### src/hw/game_pkg.sv
`default_nettype none

package game_pkg;

    localparam int num_keys = 10;
    localparam int ps2_timeout = 2000;        // idle clocks before a partial frame is dropped.

    // indices into the held-key vector.
    localparam logic [3:0] key_w     = 4'd0;
    localparam logic [3:0] key_a     = 4'd1;
    localparam logic [3:0] key_s     = 4'd2;
    localparam logic [3:0] key_d     = 4'd3;
    localparam logic [3:0] key_up    = 4'd4;
    localparam logic [3:0] key_left  = 4'd5;
    localparam logic [3:0] key_down  = 4'd6;
    localparam logic [3:0] key_right = 4'd7;
    localparam logic [3:0] key_enter = 4'd8;
    localparam logic [3:0] key_none  = 4'd9;  // any untracked code.

    localparam logic [7:0] prefix_ext = 8'hE0;
    localparam logic [7:0] prefix_brk = 8'hF0;

    // bit 8 marks an E0-prefixed code.
    localparam logic [8:0] code_w     = 9'h01D;
    localparam logic [8:0] code_a     = 9'h01C;
    localparam logic [8:0] code_s     = 9'h01B;
    localparam logic [8:0] code_d     = 9'h023;
    localparam logic [8:0] code_up    = 9'h175;
    localparam logic [8:0] code_left  = 9'h16B;
    localparam logic [8:0] code_down  = 9'h172;
    localparam logic [8:0] code_right = 9'h174;
    localparam logic [8:0] code_enter = 9'h05A;

    localparam logic [1:0] state_menu = 2'd0;
    localparam logic [1:0] state_play = 2'd1;

    localparam logic [2:0] num_levels = 3'd5;
    localparam int grid_cols = 16;
    localparam int grid_rows = 12;
    localparam int pos_w = 4;
    localparam logic [pos_w-1:0] max_x = pos_w'(grid_cols - 1);
    localparam logic [pos_w-1:0] max_y = pos_w'(grid_rows - 1);
    localparam int cell_shift = 40;           // cell edge in pixels, so cells come from a divide.

endpackage

`default_nettype wire

### src/hw/video_pkg.sv
`default_nettype none

package video_pkg;

    localparam int cnt_w = 10;
    localparam int color_w = 4;
    localparam int pix_div = 4;               // 100 MHz down to the 25 MHz pixel rate.

    localparam logic [cnt_w-1:0] h_active = 10'd640;
    localparam logic [cnt_w-1:0] h_front  = 10'd16;
    localparam logic [cnt_w-1:0] h_sync   = 10'd96;
    localparam logic [cnt_w-1:0] h_back   = 10'd48;
    localparam logic [cnt_w-1:0] h_total  = h_active + h_front + h_sync + h_back;

    localparam logic [cnt_w-1:0] v_active = 10'd480;
    localparam logic [cnt_w-1:0] v_front  = 10'd10;
    localparam logic [cnt_w-1:0] v_sync   = 10'd2;
    localparam logic [cnt_w-1:0] v_back   = 10'd33;
    localparam logic [cnt_w-1:0] v_total  = v_active + v_front + v_sync + v_back;

endpackage

`default_nettype wire

### src/hw/frame_renderer.sv
`timescale 1ns/1ps
`default_nettype none

module frame_renderer (
    input  logic                            clk,
    input  logic                            rst,
    input  logic                            pix_en,
    input  logic [video_pkg::cnt_w-1:0]     h_cnt,
    input  logic [video_pkg::cnt_w-1:0]     v_cnt,
    input  logic                            valid,
    input  logic                            hsync_in,
    input  logic                            vsync_in,
    input  logic [1:0]                      game_state,
    input  logic [2:0]                      level,
    input  logic [game_pkg::pos_w-1:0]      p1_x,
    input  logic [game_pkg::pos_w-1:0]      p1_y,
    input  logic [game_pkg::pos_w-1:0]      p2_x,
    input  logic [game_pkg::pos_w-1:0]      p2_y,
    output logic [3*video_pkg::color_w-1:0] rgb,
    output logic                            hsync,
    output logic                            vsync
);
    import game_pkg::*;
    import video_pkg::*;

    logic [pos_w-1:0]     col, row;
    logic                 grid_line;
    logic [3*color_w-1:0] color;

    assign col = pos_w'(h_cnt / cell_shift);  // meaningful inside the active area only.
    assign row = pos_w'(v_cnt / cell_shift);
    assign grid_line = (h_cnt % cell_shift == 0) || (v_cnt % cell_shift == 0);

    always_comb begin
        if (game_state == state_menu)
            color = {4'h0, level, 1'b0, 4'h0};  // green at twice the level.
        else if (col == p1_x && row == p1_y)
            color = 12'hF00;
        else if (col == p2_x && row == p2_y)
            color = 12'h00F;
        else if (grid_line)
            color = 12'h444;
        else
            color = {4'h0, 1'b0, level, 4'h0};
    end

    always_ff @(posedge clk) begin
        if (rst) begin
            rgb   <= '0;
            hsync <= 1'b1;
            vsync <= 1'b1;
        end else if (pix_en) begin
            rgb   <= valid ? color : '0;      // black in blanking.
            hsync <= hsync_in;
            vsync <= vsync_in;
        end
    end

endmodule

`default_nettype wire

### src/hw/game_controller.sv
`timescale 1ns/1ps
`default_nettype none

module game_controller (
    input  logic                       clk,
    input  logic                       rst,
    input  logic                       press_valid,
    input  logic [3:0]                 press_key,
    output logic [1:0]                 game_state,
    output logic [2:0]                 level,
    output logic [game_pkg::pos_w-1:0] p1_x,
    output logic [game_pkg::pos_w-1:0] p1_y,
    output logic [game_pkg::pos_w-1:0] p2_x,
    output logic [game_pkg::pos_w-1:0] p2_y
);
    import game_pkg::*;

    logic             move_p2;
    logic             blocked;
    logic [pos_w-1:0] cur_x, cur_y;
    logic [pos_w-1:0] oth_x, oth_y;
    logic [pos_w-1:0] nxt_x, nxt_y;

    // target cell of the moving player, clamped to the grid.
    always_comb begin
        move_p2 = (press_key >= key_up);      // arrows sit above the wasd indices.
        cur_x = move_p2 ? p2_x : p1_x;
        cur_y = move_p2 ? p2_y : p1_y;
        oth_x = move_p2 ? p1_x : p2_x;
        oth_y = move_p2 ? p1_y : p2_y;
        nxt_x = cur_x;
        nxt_y = cur_y;
        case (press_key)
            key_w, key_up:       if (cur_y != '0) nxt_y = cur_y - 1'b1;
            key_s, key_down:     if (cur_y != max_y) nxt_y = cur_y + 1'b1;
            key_a, key_left:     if (cur_x != '0) nxt_x = cur_x - 1'b1;
            key_d, key_right:    if (cur_x != max_x) nxt_x = cur_x + 1'b1;
            default: ;
        endcase
        blocked = (nxt_x == oth_x) && (nxt_y == oth_y);
    end

    always_ff @(posedge clk) begin
        if (rst) begin
            game_state <= state_menu;
            level      <= 3'd1;
            p1_x       <= '0;
            p1_y       <= '0;
            p2_x       <= max_x;
            p2_y       <= max_y;
        end else if (press_valid) begin
            if (game_state == state_menu) begin
                case (press_key)
                    key_w: level <= (level == num_levels) ? 3'd1 : level + 3'd1;
                    key_s: level <= (level == 3'd1) ? num_levels : level - 3'd1;
                    key_enter: begin
                        game_state <= state_play;
                        p1_x       <= '0;     // opposite corners.
                        p1_y       <= '0;
                        p2_x       <= max_x;
                        p2_y       <= max_y;
                    end
                    default: ;
                endcase
            end else if (press_key == key_enter) begin
                game_state <= state_menu;     // level and positions stay.
            end else if (press_key < key_enter && !blocked) begin
                if (move_p2) begin
                    p2_x <= nxt_x;
                    p2_y <= nxt_y;
                end else begin
                    p1_x <= nxt_x;
                    p1_y <= nxt_y;
                end
            end
        end
    end

endmodule

`default_nettype wire

### src/hw/game_top.sv
`timescale 1ns/1ps
`default_nettype none

module game_top (
    input  logic                          clk,
    input  logic                          rst,
    input  logic                          ps2_clk,
    input  logic                          ps2_data,
    output logic [video_pkg::color_w-1:0] vga_red,
    output logic [video_pkg::color_w-1:0] vga_green,
    output logic [video_pkg::color_w-1:0] vga_blue,
    output logic                          hsync,
    output logic                          vsync,
    output logic [3:0]                    digit,
    output logic [6:0]                    segments,
    output logic [15:0]                   led
);
    import game_pkg::*;
    import video_pkg::*;

    logic [7:0]           byte_data;
    logic                 byte_valid;
    logic [num_keys-1:0]  held_keys;
    logic                 press_valid;
    logic [3:0]           press_key;
    logic [1:0]           game_state;
    logic [2:0]           level;
    logic [pos_w-1:0]     p1_x, p1_y, p2_x, p2_y;
    logic                 pix_en, valid;
    logic                 raw_hsync, raw_vsync;   // undelayed, straight from the counters.
    logic [cnt_w-1:0]     h_cnt, v_cnt;
    logic [3*color_w-1:0] rgb;

    assign {vga_red, vga_green, vga_blue} = rgb;
    assign led = {game_state, 4'b0000, held_keys};

    ps2_receiver ps2_receiver_inst (
        .clk(clk), .rst(rst),
        .ps2_clk(ps2_clk), .ps2_data(ps2_data),
        .byte_data(byte_data), .byte_valid(byte_valid)
    );

    key_tracker key_tracker_inst (
        .clk(clk), .rst(rst),
        .byte_data(byte_data), .byte_valid(byte_valid),
        .key_down(held_keys), .press_valid(press_valid), .press_key(press_key)
    );

    game_controller game_controller_inst (
        .clk(clk), .rst(rst),
        .press_valid(press_valid), .press_key(press_key),
        .game_state(game_state), .level(level),
        .p1_x(p1_x), .p1_y(p1_y), .p2_x(p2_x), .p2_y(p2_y)
    );

    vga_timing vga_timing_inst (
        .clk(clk), .rst(rst), .pix_en(pix_en),
        .h_cnt(h_cnt), .v_cnt(v_cnt),
        .hsync(raw_hsync), .vsync(raw_vsync), .valid(valid)
    );

    frame_renderer frame_renderer_inst (
        .clk(clk), .rst(rst), .pix_en(pix_en),
        .h_cnt(h_cnt), .v_cnt(v_cnt), .valid(valid),
        .hsync_in(raw_hsync), .vsync_in(raw_vsync),
        .game_state(game_state), .level(level),
        .p1_x(p1_x), .p1_y(p1_y), .p2_x(p2_x), .p2_y(p2_y),
        .rgb(rgb), .hsync(hsync), .vsync(vsync)
    );

    seven_seg_scan seven_seg_scan_inst (
        .clk(clk), .rst(rst),
        .p1_x(p1_x), .p2_x(p2_x), .level(level), .game_state(game_state),
        .digit(digit), .segments(segments)
    );

endmodule

`default_nettype wire

### src/hw/key_tracker.sv
`timescale 1ns/1ps
`default_nettype none

module key_tracker (
    input  logic                          clk,
    input  logic                          rst,
    input  logic [7:0]                    byte_data,
    input  logic                          byte_valid,
    output logic [game_pkg::num_keys-1:0] key_down,
    output logic                          press_valid,
    output logic [3:0]                    press_key
);
    import game_pkg::*;

    logic       ext_flag;
    logic       brk_flag;
    logic [8:0] code;
    logic [3:0] idx;

    assign code = {ext_flag, byte_data};

    always_comb begin
        case (code)
            code_w:     idx = key_w;
            code_a:     idx = key_a;
            code_s:     idx = key_s;
            code_d:     idx = key_d;
            code_up:    idx = key_up;
            code_left:  idx = key_left;
            code_down:  idx = game_pkg::key_down;  // the port shadows the index name.
            code_right: idx = key_right;
            code_enter: idx = key_enter;
            default:    idx = key_none;
        endcase
    end

    always_ff @(posedge clk) begin
        if (rst) begin
            ext_flag    <= 1'b0;
            brk_flag    <= 1'b0;
            key_down    <= '0;
            press_valid <= 1'b0;
        end else begin
            press_valid <= 1'b0;
            if (byte_valid) begin
                if (byte_data == prefix_ext) begin
                    ext_flag <= 1'b1;
                end else if (byte_data == prefix_brk) begin
                    brk_flag <= 1'b1;
                end else begin
                    ext_flag <= 1'b0;
                    brk_flag <= 1'b0;
                    if (idx != key_none) begin
                        key_down[idx] <= ~brk_flag;
                        // typematic repeats find the bit already set.
                        press_valid   <= ~brk_flag & ~key_down[idx];
                    end
                end
            end
        end
    end

    always_ff @(posedge clk) begin
        if (byte_valid) press_key <= idx;
    end

endmodule

`default_nettype wire

### src/hw/ps2_receiver.sv
`timescale 1ns/1ps
`default_nettype none

module ps2_receiver (
    input  logic       clk,
    input  logic       rst,
    input  logic       ps2_clk,
    input  logic       ps2_data,
    output logic [7:0] byte_data,
    output logic       byte_valid
);
    import game_pkg::*;

    logic [1:0]  clk_sync;
    logic [1:0]  data_sync;
    logic        clk_prev;
    logic        fall;
    logic        frame_ok;
    logic [3:0]  bit_cnt;
    logic [9:0]  frame;                       // start, data and parity, start at bit 0.
    logic [10:0] idle_cnt;

    always_ff @(posedge clk) begin
        if (rst) begin
            clk_sync  <= 2'b11;
            data_sync <= 2'b11;
            clk_prev  <= 1'b1;
        end else begin
            clk_sync  <= {clk_sync[0], ps2_clk};
            data_sync <= {data_sync[0], ps2_data};
            clk_prev  <= clk_sync[1];
        end
    end

    assign fall = clk_prev & ~clk_sync[1];

    // start low, stop high, odd parity over data and parity bit.
    assign frame_ok = ~frame[0] & data_sync[1] & (^frame[9:1]);

    always_ff @(posedge clk) begin
        if (rst) begin
            bit_cnt    <= '0;
            idle_cnt   <= '0;
            byte_valid <= 1'b0;
        end else begin
            byte_valid <= 1'b0;
            if (fall) begin
                idle_cnt <= '0;
                if (bit_cnt == 4'd10) begin   // stop bit.
                    bit_cnt    <= '0;
                    byte_valid <= frame_ok;
                end else begin
                    bit_cnt <= bit_cnt + 4'd1;
                end
            end else if (bit_cnt != 4'd0 && clk_sync[1]) begin
                if (idle_cnt == 11'(ps2_timeout - 1)) begin
                    bit_cnt  <= '0;           // keyboard went quiet mid frame.
                    idle_cnt <= '0;
                end else begin
                    idle_cnt <= idle_cnt + 11'd1;
                end
            end else begin
                idle_cnt <= '0;
            end
        end
    end

    always_ff @(posedge clk) begin
        if (fall && bit_cnt != 4'd10) frame <= {data_sync[1], frame[9:1]};
        if (fall && bit_cnt == 4'd10) byte_data <= frame[8:1];
    end

endmodule

`default_nettype wire

### src/hw/seven_seg_scan.sv
`timescale 1ns/1ps
`default_nettype none

module seven_seg_scan (
    input  logic                       clk,
    input  logic                       rst,
    input  logic [game_pkg::pos_w-1:0] p1_x,
    input  logic [game_pkg::pos_w-1:0] p2_x,
    input  logic [2:0]                 level,
    input  logic [1:0]                 game_state,
    output logic [3:0]                 digit,
    output logic [6:0]                 segments
);
    import game_pkg::*;

    logic [11:0]      refresh;                // top two bits pick the digit.
    logic [pos_w-1:0] nib;

    always_ff @(posedge clk) begin
        if (rst) refresh <= '0;
        else     refresh <= refresh + 12'd1;
    end

    always_comb begin
        case (refresh[11:10])
            2'd0:    begin digit = 4'b1110; nib = p1_x; end
            2'd1:    begin digit = 4'b1101; nib = p2_x; end
            2'd2:    begin digit = 4'b1011; nib = {1'b0, level}; end
            default: begin digit = 4'b0111; nib = {2'b00, game_state}; end
        endcase
    end

    // segments are {g,f,e,d,c,b,a}, low lights a bar.
    always_comb begin
        case (nib)
            4'h0: segments = 7'b1000000;
            4'h1: segments = 7'b1111001;
            4'h2: segments = 7'b0100100;
            4'h3: segments = 7'b0110000;
            4'h4: segments = 7'b0011001;
            4'h5: segments = 7'b0010010;
            4'h6: segments = 7'b0000010;
            4'h7: segments = 7'b1111000;
            4'h8: segments = 7'b0000000;
            4'h9: segments = 7'b0010000;
            4'hA: segments = 7'b0001000;
            4'hB: segments = 7'b0000011;
            4'hC: segments = 7'b1000110;
            4'hD: segments = 7'b0100001;
            4'hE: segments = 7'b0000110;
            default: segments = 7'b0001110;
        endcase
    end

endmodule

`default_nettype wire

### src/hw/vga_timing.sv
`timescale 1ns/1ps
`default_nettype none

module vga_timing (
    input  logic                        clk,
    input  logic                        rst,
    output logic                        pix_en,
    output logic [video_pkg::cnt_w-1:0] h_cnt,
    output logic [video_pkg::cnt_w-1:0] v_cnt,
    output logic                        hsync,
    output logic                        vsync,
    output logic                        valid
);
    import video_pkg::*;

    logic [$clog2(pix_div)-1:0] div_cnt;

    assign pix_en = (div_cnt == ($clog2(pix_div))'(pix_div - 1));

    always_ff @(posedge clk) begin
        if (rst) begin
            div_cnt <= '0;
            h_cnt   <= '0;
            v_cnt   <= '0;
        end else begin
            div_cnt <= div_cnt + 1'b1;        // wraps at pix_div.
            if (pix_en) begin
                if (h_cnt == h_total - 1'b1) begin
                    h_cnt <= '0;
                    v_cnt <= (v_cnt == v_total - 1'b1) ? '0 : v_cnt + 1'b1;
                end else begin
                    h_cnt <= h_cnt + 1'b1;
                end
            end
        end
    end

    // both syncs active low.
    assign hsync = ~((h_cnt >= h_active + h_front) && (h_cnt < h_active + h_front + h_sync));
    assign vsync = ~((v_cnt >= v_active + v_front) && (v_cnt < v_active + v_front + v_sync));
    assign valid = (h_cnt < h_active) && (v_cnt < v_active);

endmodule

`default_nettype wire

### config.mk
export PLATFORM = sky130hd
export DESIGN_NAME = game_top
export DESIGN_NICKNAME = d
export VERILOG_FILES = /design/src/hw/game_pkg.sv /design/src/hw/video_pkg.sv /design/src/hw/frame_renderer.sv /design/src/hw/game_controller.sv /design/src/hw/game_top.sv /design/src/hw/key_tracker.sv /design/src/hw/ps2_receiver.sv /design/src/hw/seven_seg_scan.sv /design/src/hw/vga_timing.sv
export SDC_FILE = /design/constraint.sdc
export NUM_CORES = 1
export LEC_CHECK = 0
export BUFFER_PORTS_ARGS = -buffer_cell sky130_fd_sc_hd__buf_2
export CAP_MARGIN = 5
export CORE_UTILIZATION = 43
export CTS_CLUSTER_DIAMETER = 40
export DETAILED_ROUTE_END_ITERATION = 10
export SYNTH_ARGS = -nofsm -noshare
export SYNTH_HDL_FRONTEND = slang
export SYNTH_SLANG_ARGS = --single-unit
### constraint.sdc
create_clock -name clk -period 6.39 [get_ports clk]
set_clock_uncertainty 0.2 [all_clocks]
set_input_delay 0.3195 -clock clk [delete_from_list [all_inputs] [get_ports clk]]
set_output_delay 0.3195 -clock clk [all_outputs]
set_load 0.02 [all_outputs]
==> flow_summary.json <==
{
  "htree_levels": 4,
  "post_synth_num_cell_types": 89,
  "vias": 7297,
  "required_ns": 6.50,
  "yosysSeqAreaShare_pct": 31.73,
  "grt_first_pass_wirelength_um": 32420,
  "yosys_warnings": 0,
  "hp-start": "rst",
  "insertion_delay_ns": 0.42,
  "grt-ovfl-total": 0,
  "crit_start": "vga_timing_inst.v_cnt[7]$_SDFFE_PP0P_",
  "min_to": "ps2_receiver_inst.bit_cnt[0]$_SDFFE_PP0P_",
  "finalHoldViolations": 0,
  "hold_ws_ns": 0.1639,
  "final_common_cell": "nor2_1",
  "postCtsSetupBuffers": 0,
  "maxCapViolCount": 0,
  "clk_pin_slew_worst_paths_ns": 0.06,
  "crit_type": "flop to flop",
  "cts_buffers": 17,
  "placed_area_sq_um": 8508,
  "clock-sinks": 120,
  "r2r-start": "vga_timing_inst.v_cnt[7]$_SDFFE_PP0P_",
  "routed_wl_um": 19530,
  "syn_avg_cell_area_sq_um": 8.047,
  "dieArea_sq_um": 19780,
  "final_area_sq_um": 9110,
  "ys_seq_elements": 120,
  "yosys.area.top_type": "dfxtp_1",
  "rsz0062_at_grt": "false",
  "arrival_ns": 5.22,
  "synth_edf_count": 22,
  "min_period_ns": 5.105,
  "synth_flop_cell": "dfxtp_1",
  "fin_total_pwr_mw": 1.761,
  "netlist_area_sq_um": 8264,
  "layout.cells.non_filler": 1279,
  "timing.rr.end": "frame_renderer_inst.rgb[10]$_SDFFE_PP0P_",
  "ios": 45,
  "clock_path_buffers": 2,
  "synthesis.instances": 1027,
  "hp-class": "primary input to flop",
  "antenna_found_initial": 0,
  "wl_per_cell_um": 15.27,
  "leakagePower_nw": 3.495,
  "grt_pass1_vias": 6576,
  "power.density_nw_per_um2": 193.3,
  "timing.final.crit_share_pct": 79.90,
  "finalSetupViolCount": 0,
  "ant_nets": 0,
  "area_delta_synth_final_pct": 10.23,
  "cp_max_fo": 16,
  "layout.cells.most_common_list": "nor2_1 (131), dfxtp_1 (98), a21oi_1 (67)",
  "cts_tree": "done",
  "drc": 0,
  "diodes": 0,
  "synth_area_leaders": "dfxtp_1 (24%), edfxtp_1 (8.0%), nor2_1 (6.0%), ha_1 (4.1%), a21oi_1 (4.1%)",
  "ff2ff_path_depth": 15,
  "async_reset_ff_share_pct": 0,
  "grt_max_degree": 49,
  "dp_slack_ns": 1.433,
  "critPathLaunchType": "flop",
  "slew_headroom_pct": 29.94,
  "die_w_um": 140.6,
  "peakVddDrop_mv": 0.1859,
  "end_kind": "flop",
  "dpl.hpwl_um": 13830,
  "outcome": "finished, final reports clean",
  "synth_top_area_share_pct": 23.74,
  "fmax_mhz": 195.9,
  "gp_routability_congestion": 0.8710,
  "place_inst": 1245,
  "std_cell_rows": 50,
  "drtPass1Iterations": 7,
  "reg2reg_slack_ns": 1.28,
  "drive_gt1_share_pct": 10.81,
  "track_usage_pct": 20.19,
  "core_area_sq_um": 18770,
  "tightest_slew_ns": 1.043,
  "layout_setup_ws_ns": 1.285,
  "routed_via_density": 5.705,
  "finalSetupTns_ns": 0,
  "die_y_um": 140.6,
  "min_path_cells": 2,
  "final_util_pct": 48.54,
  "root_buffer": "clkbuf_16",
  "fin_nets": 1063,
  "io_buffers": 39,
  "initial_core_util_pct": 44.03,
  "fillers": 1845,
  "maxSlewViolCount": 0,
  "drtIter0Drc": 532
}
-- power by group --
group          internal, mW  switching (mW)  total (mW)
clock                 0.555           0.386       0.941
combinational        0.0142          0.0245      0.0387
sequential            0.776         0.00489       0.781
total                  1.35           0.416        1.76
-- flip-flops by register name (all words and copies together) (netlist names), 8 cells and up --
name,flops
ps2_receiver_inst.idle_cnt,11
vga_timing_inst.h_cnt,10
ps2_receiver_inst.frame,10
frame_renderer_inst.rgb,8
vga_timing_inst.v_cnt,10
ps2_receiver_inst.byte_data,8
key_tracker_inst.key_down,10
seven_seg_scan_inst.refresh,12
-- metal layers --
layer  up-vias  routed length [um]  track usage [%]  share of wire, %
met4         0                 316            6.407               1.6
li1       3702                   -                -                 -
met3        31                 754            4.178               3.9
met2       167                9401            34.43                48
met5         -                   0                0                 0
met1      3397                9059            25.49                46
-- area by class of cell --
cell class / count / area, sq um / area share (%)
flip-flops and latches: 120 / 2623 / 28.79
clock inverters: 14 / 142.6 / 1.566
clock buffers: 18 / 439.2 / 4.821
well taps: 234 / 292.8 / 3.214
inverters: 37 / 138.9 / 1.525
repair buffers: 44 / 237.7 / 2.610
multi-input cells: 812 / 5236 / 57.48
-- worst max path at each step --
stage,to,slack (ns),cells past startpoint
3_3_place_gp,frame_renderer_inst.rgb[10]$_SDFFE_PP0P_,1.50,15
4_1_cts,frame_renderer_inst.rgb[10]$_SDFFE_PP0P_,1.36,15
3_5_place_dp,frame_renderer_inst.rgb[10]$_SDFFE_PP0P_,1.43,15
2_1_floorplan,frame_renderer_inst.rgb[10]$_SDFFE_PP0P_,1.96,16
5_1_grt,frame_renderer_inst.rgb[10]$_SDFFE_PP0P_,0.76,15
6_report,frame_renderer_inst.rgb[10]$_SDFFE_PP0P_,1.28,15
-- cell usage after synthesis (all sizes together) (12+ instances only) --
library cell,number
nand3,34
nor2b,25
nand4,15
o21ai,47
nand2b,30
a21oi,67
or2,18
xor2,35
or3,12
xnor2,33
dfxtp,98
o22ai,13
ha,27
buf,18
nor2,133
clkbuf,44
and2,15
mux2i,33
nor3,19
nand2,65
inv,36
edfxtp,22
and3,16
-- what timing repair did --
action	4_1_cts	5_1_grt
hold buffers	2	0
endpoints found under the hold margin	2	0
resized for setup	0	0
-- cells by family (layout without fill, tap and decap cells) --
group                      after synthesis  after routing  share of synthesized area [%]
xor gates and xnor gates                68             68                          7.207
AOI/OAI and AO/OA                      251            251                          20.54
muxes                                   42             42                          5.360
buffers and inverters                   99            113                          5.087
adders and majority gates               30             30                          4.451
other                                    1              5                        0.04538
and+or+nand+nor                        416            416                          25.57
DFF                                    120            120                          31.73
-- critical path: stages (launching register included) --
cell and delay, ns:
dfxtp_1 0.46, nor2_2 0.30, inv_1 0.10, ha_1 0.35, nor2b_1 0.39, a2111oi_0 0.24
o22ai_1 0.33, nor4_1 0.10, a311o_1 0.42, nor4b_1 0.41, a21oi_1 0.12, o311ai_0 0.60
o21ai_0 0.25, a221oi_4 0.38, o22ai_1 0.13, a22o_1 0.22
No activity file was read; power rests on OpenSTA's default activity.
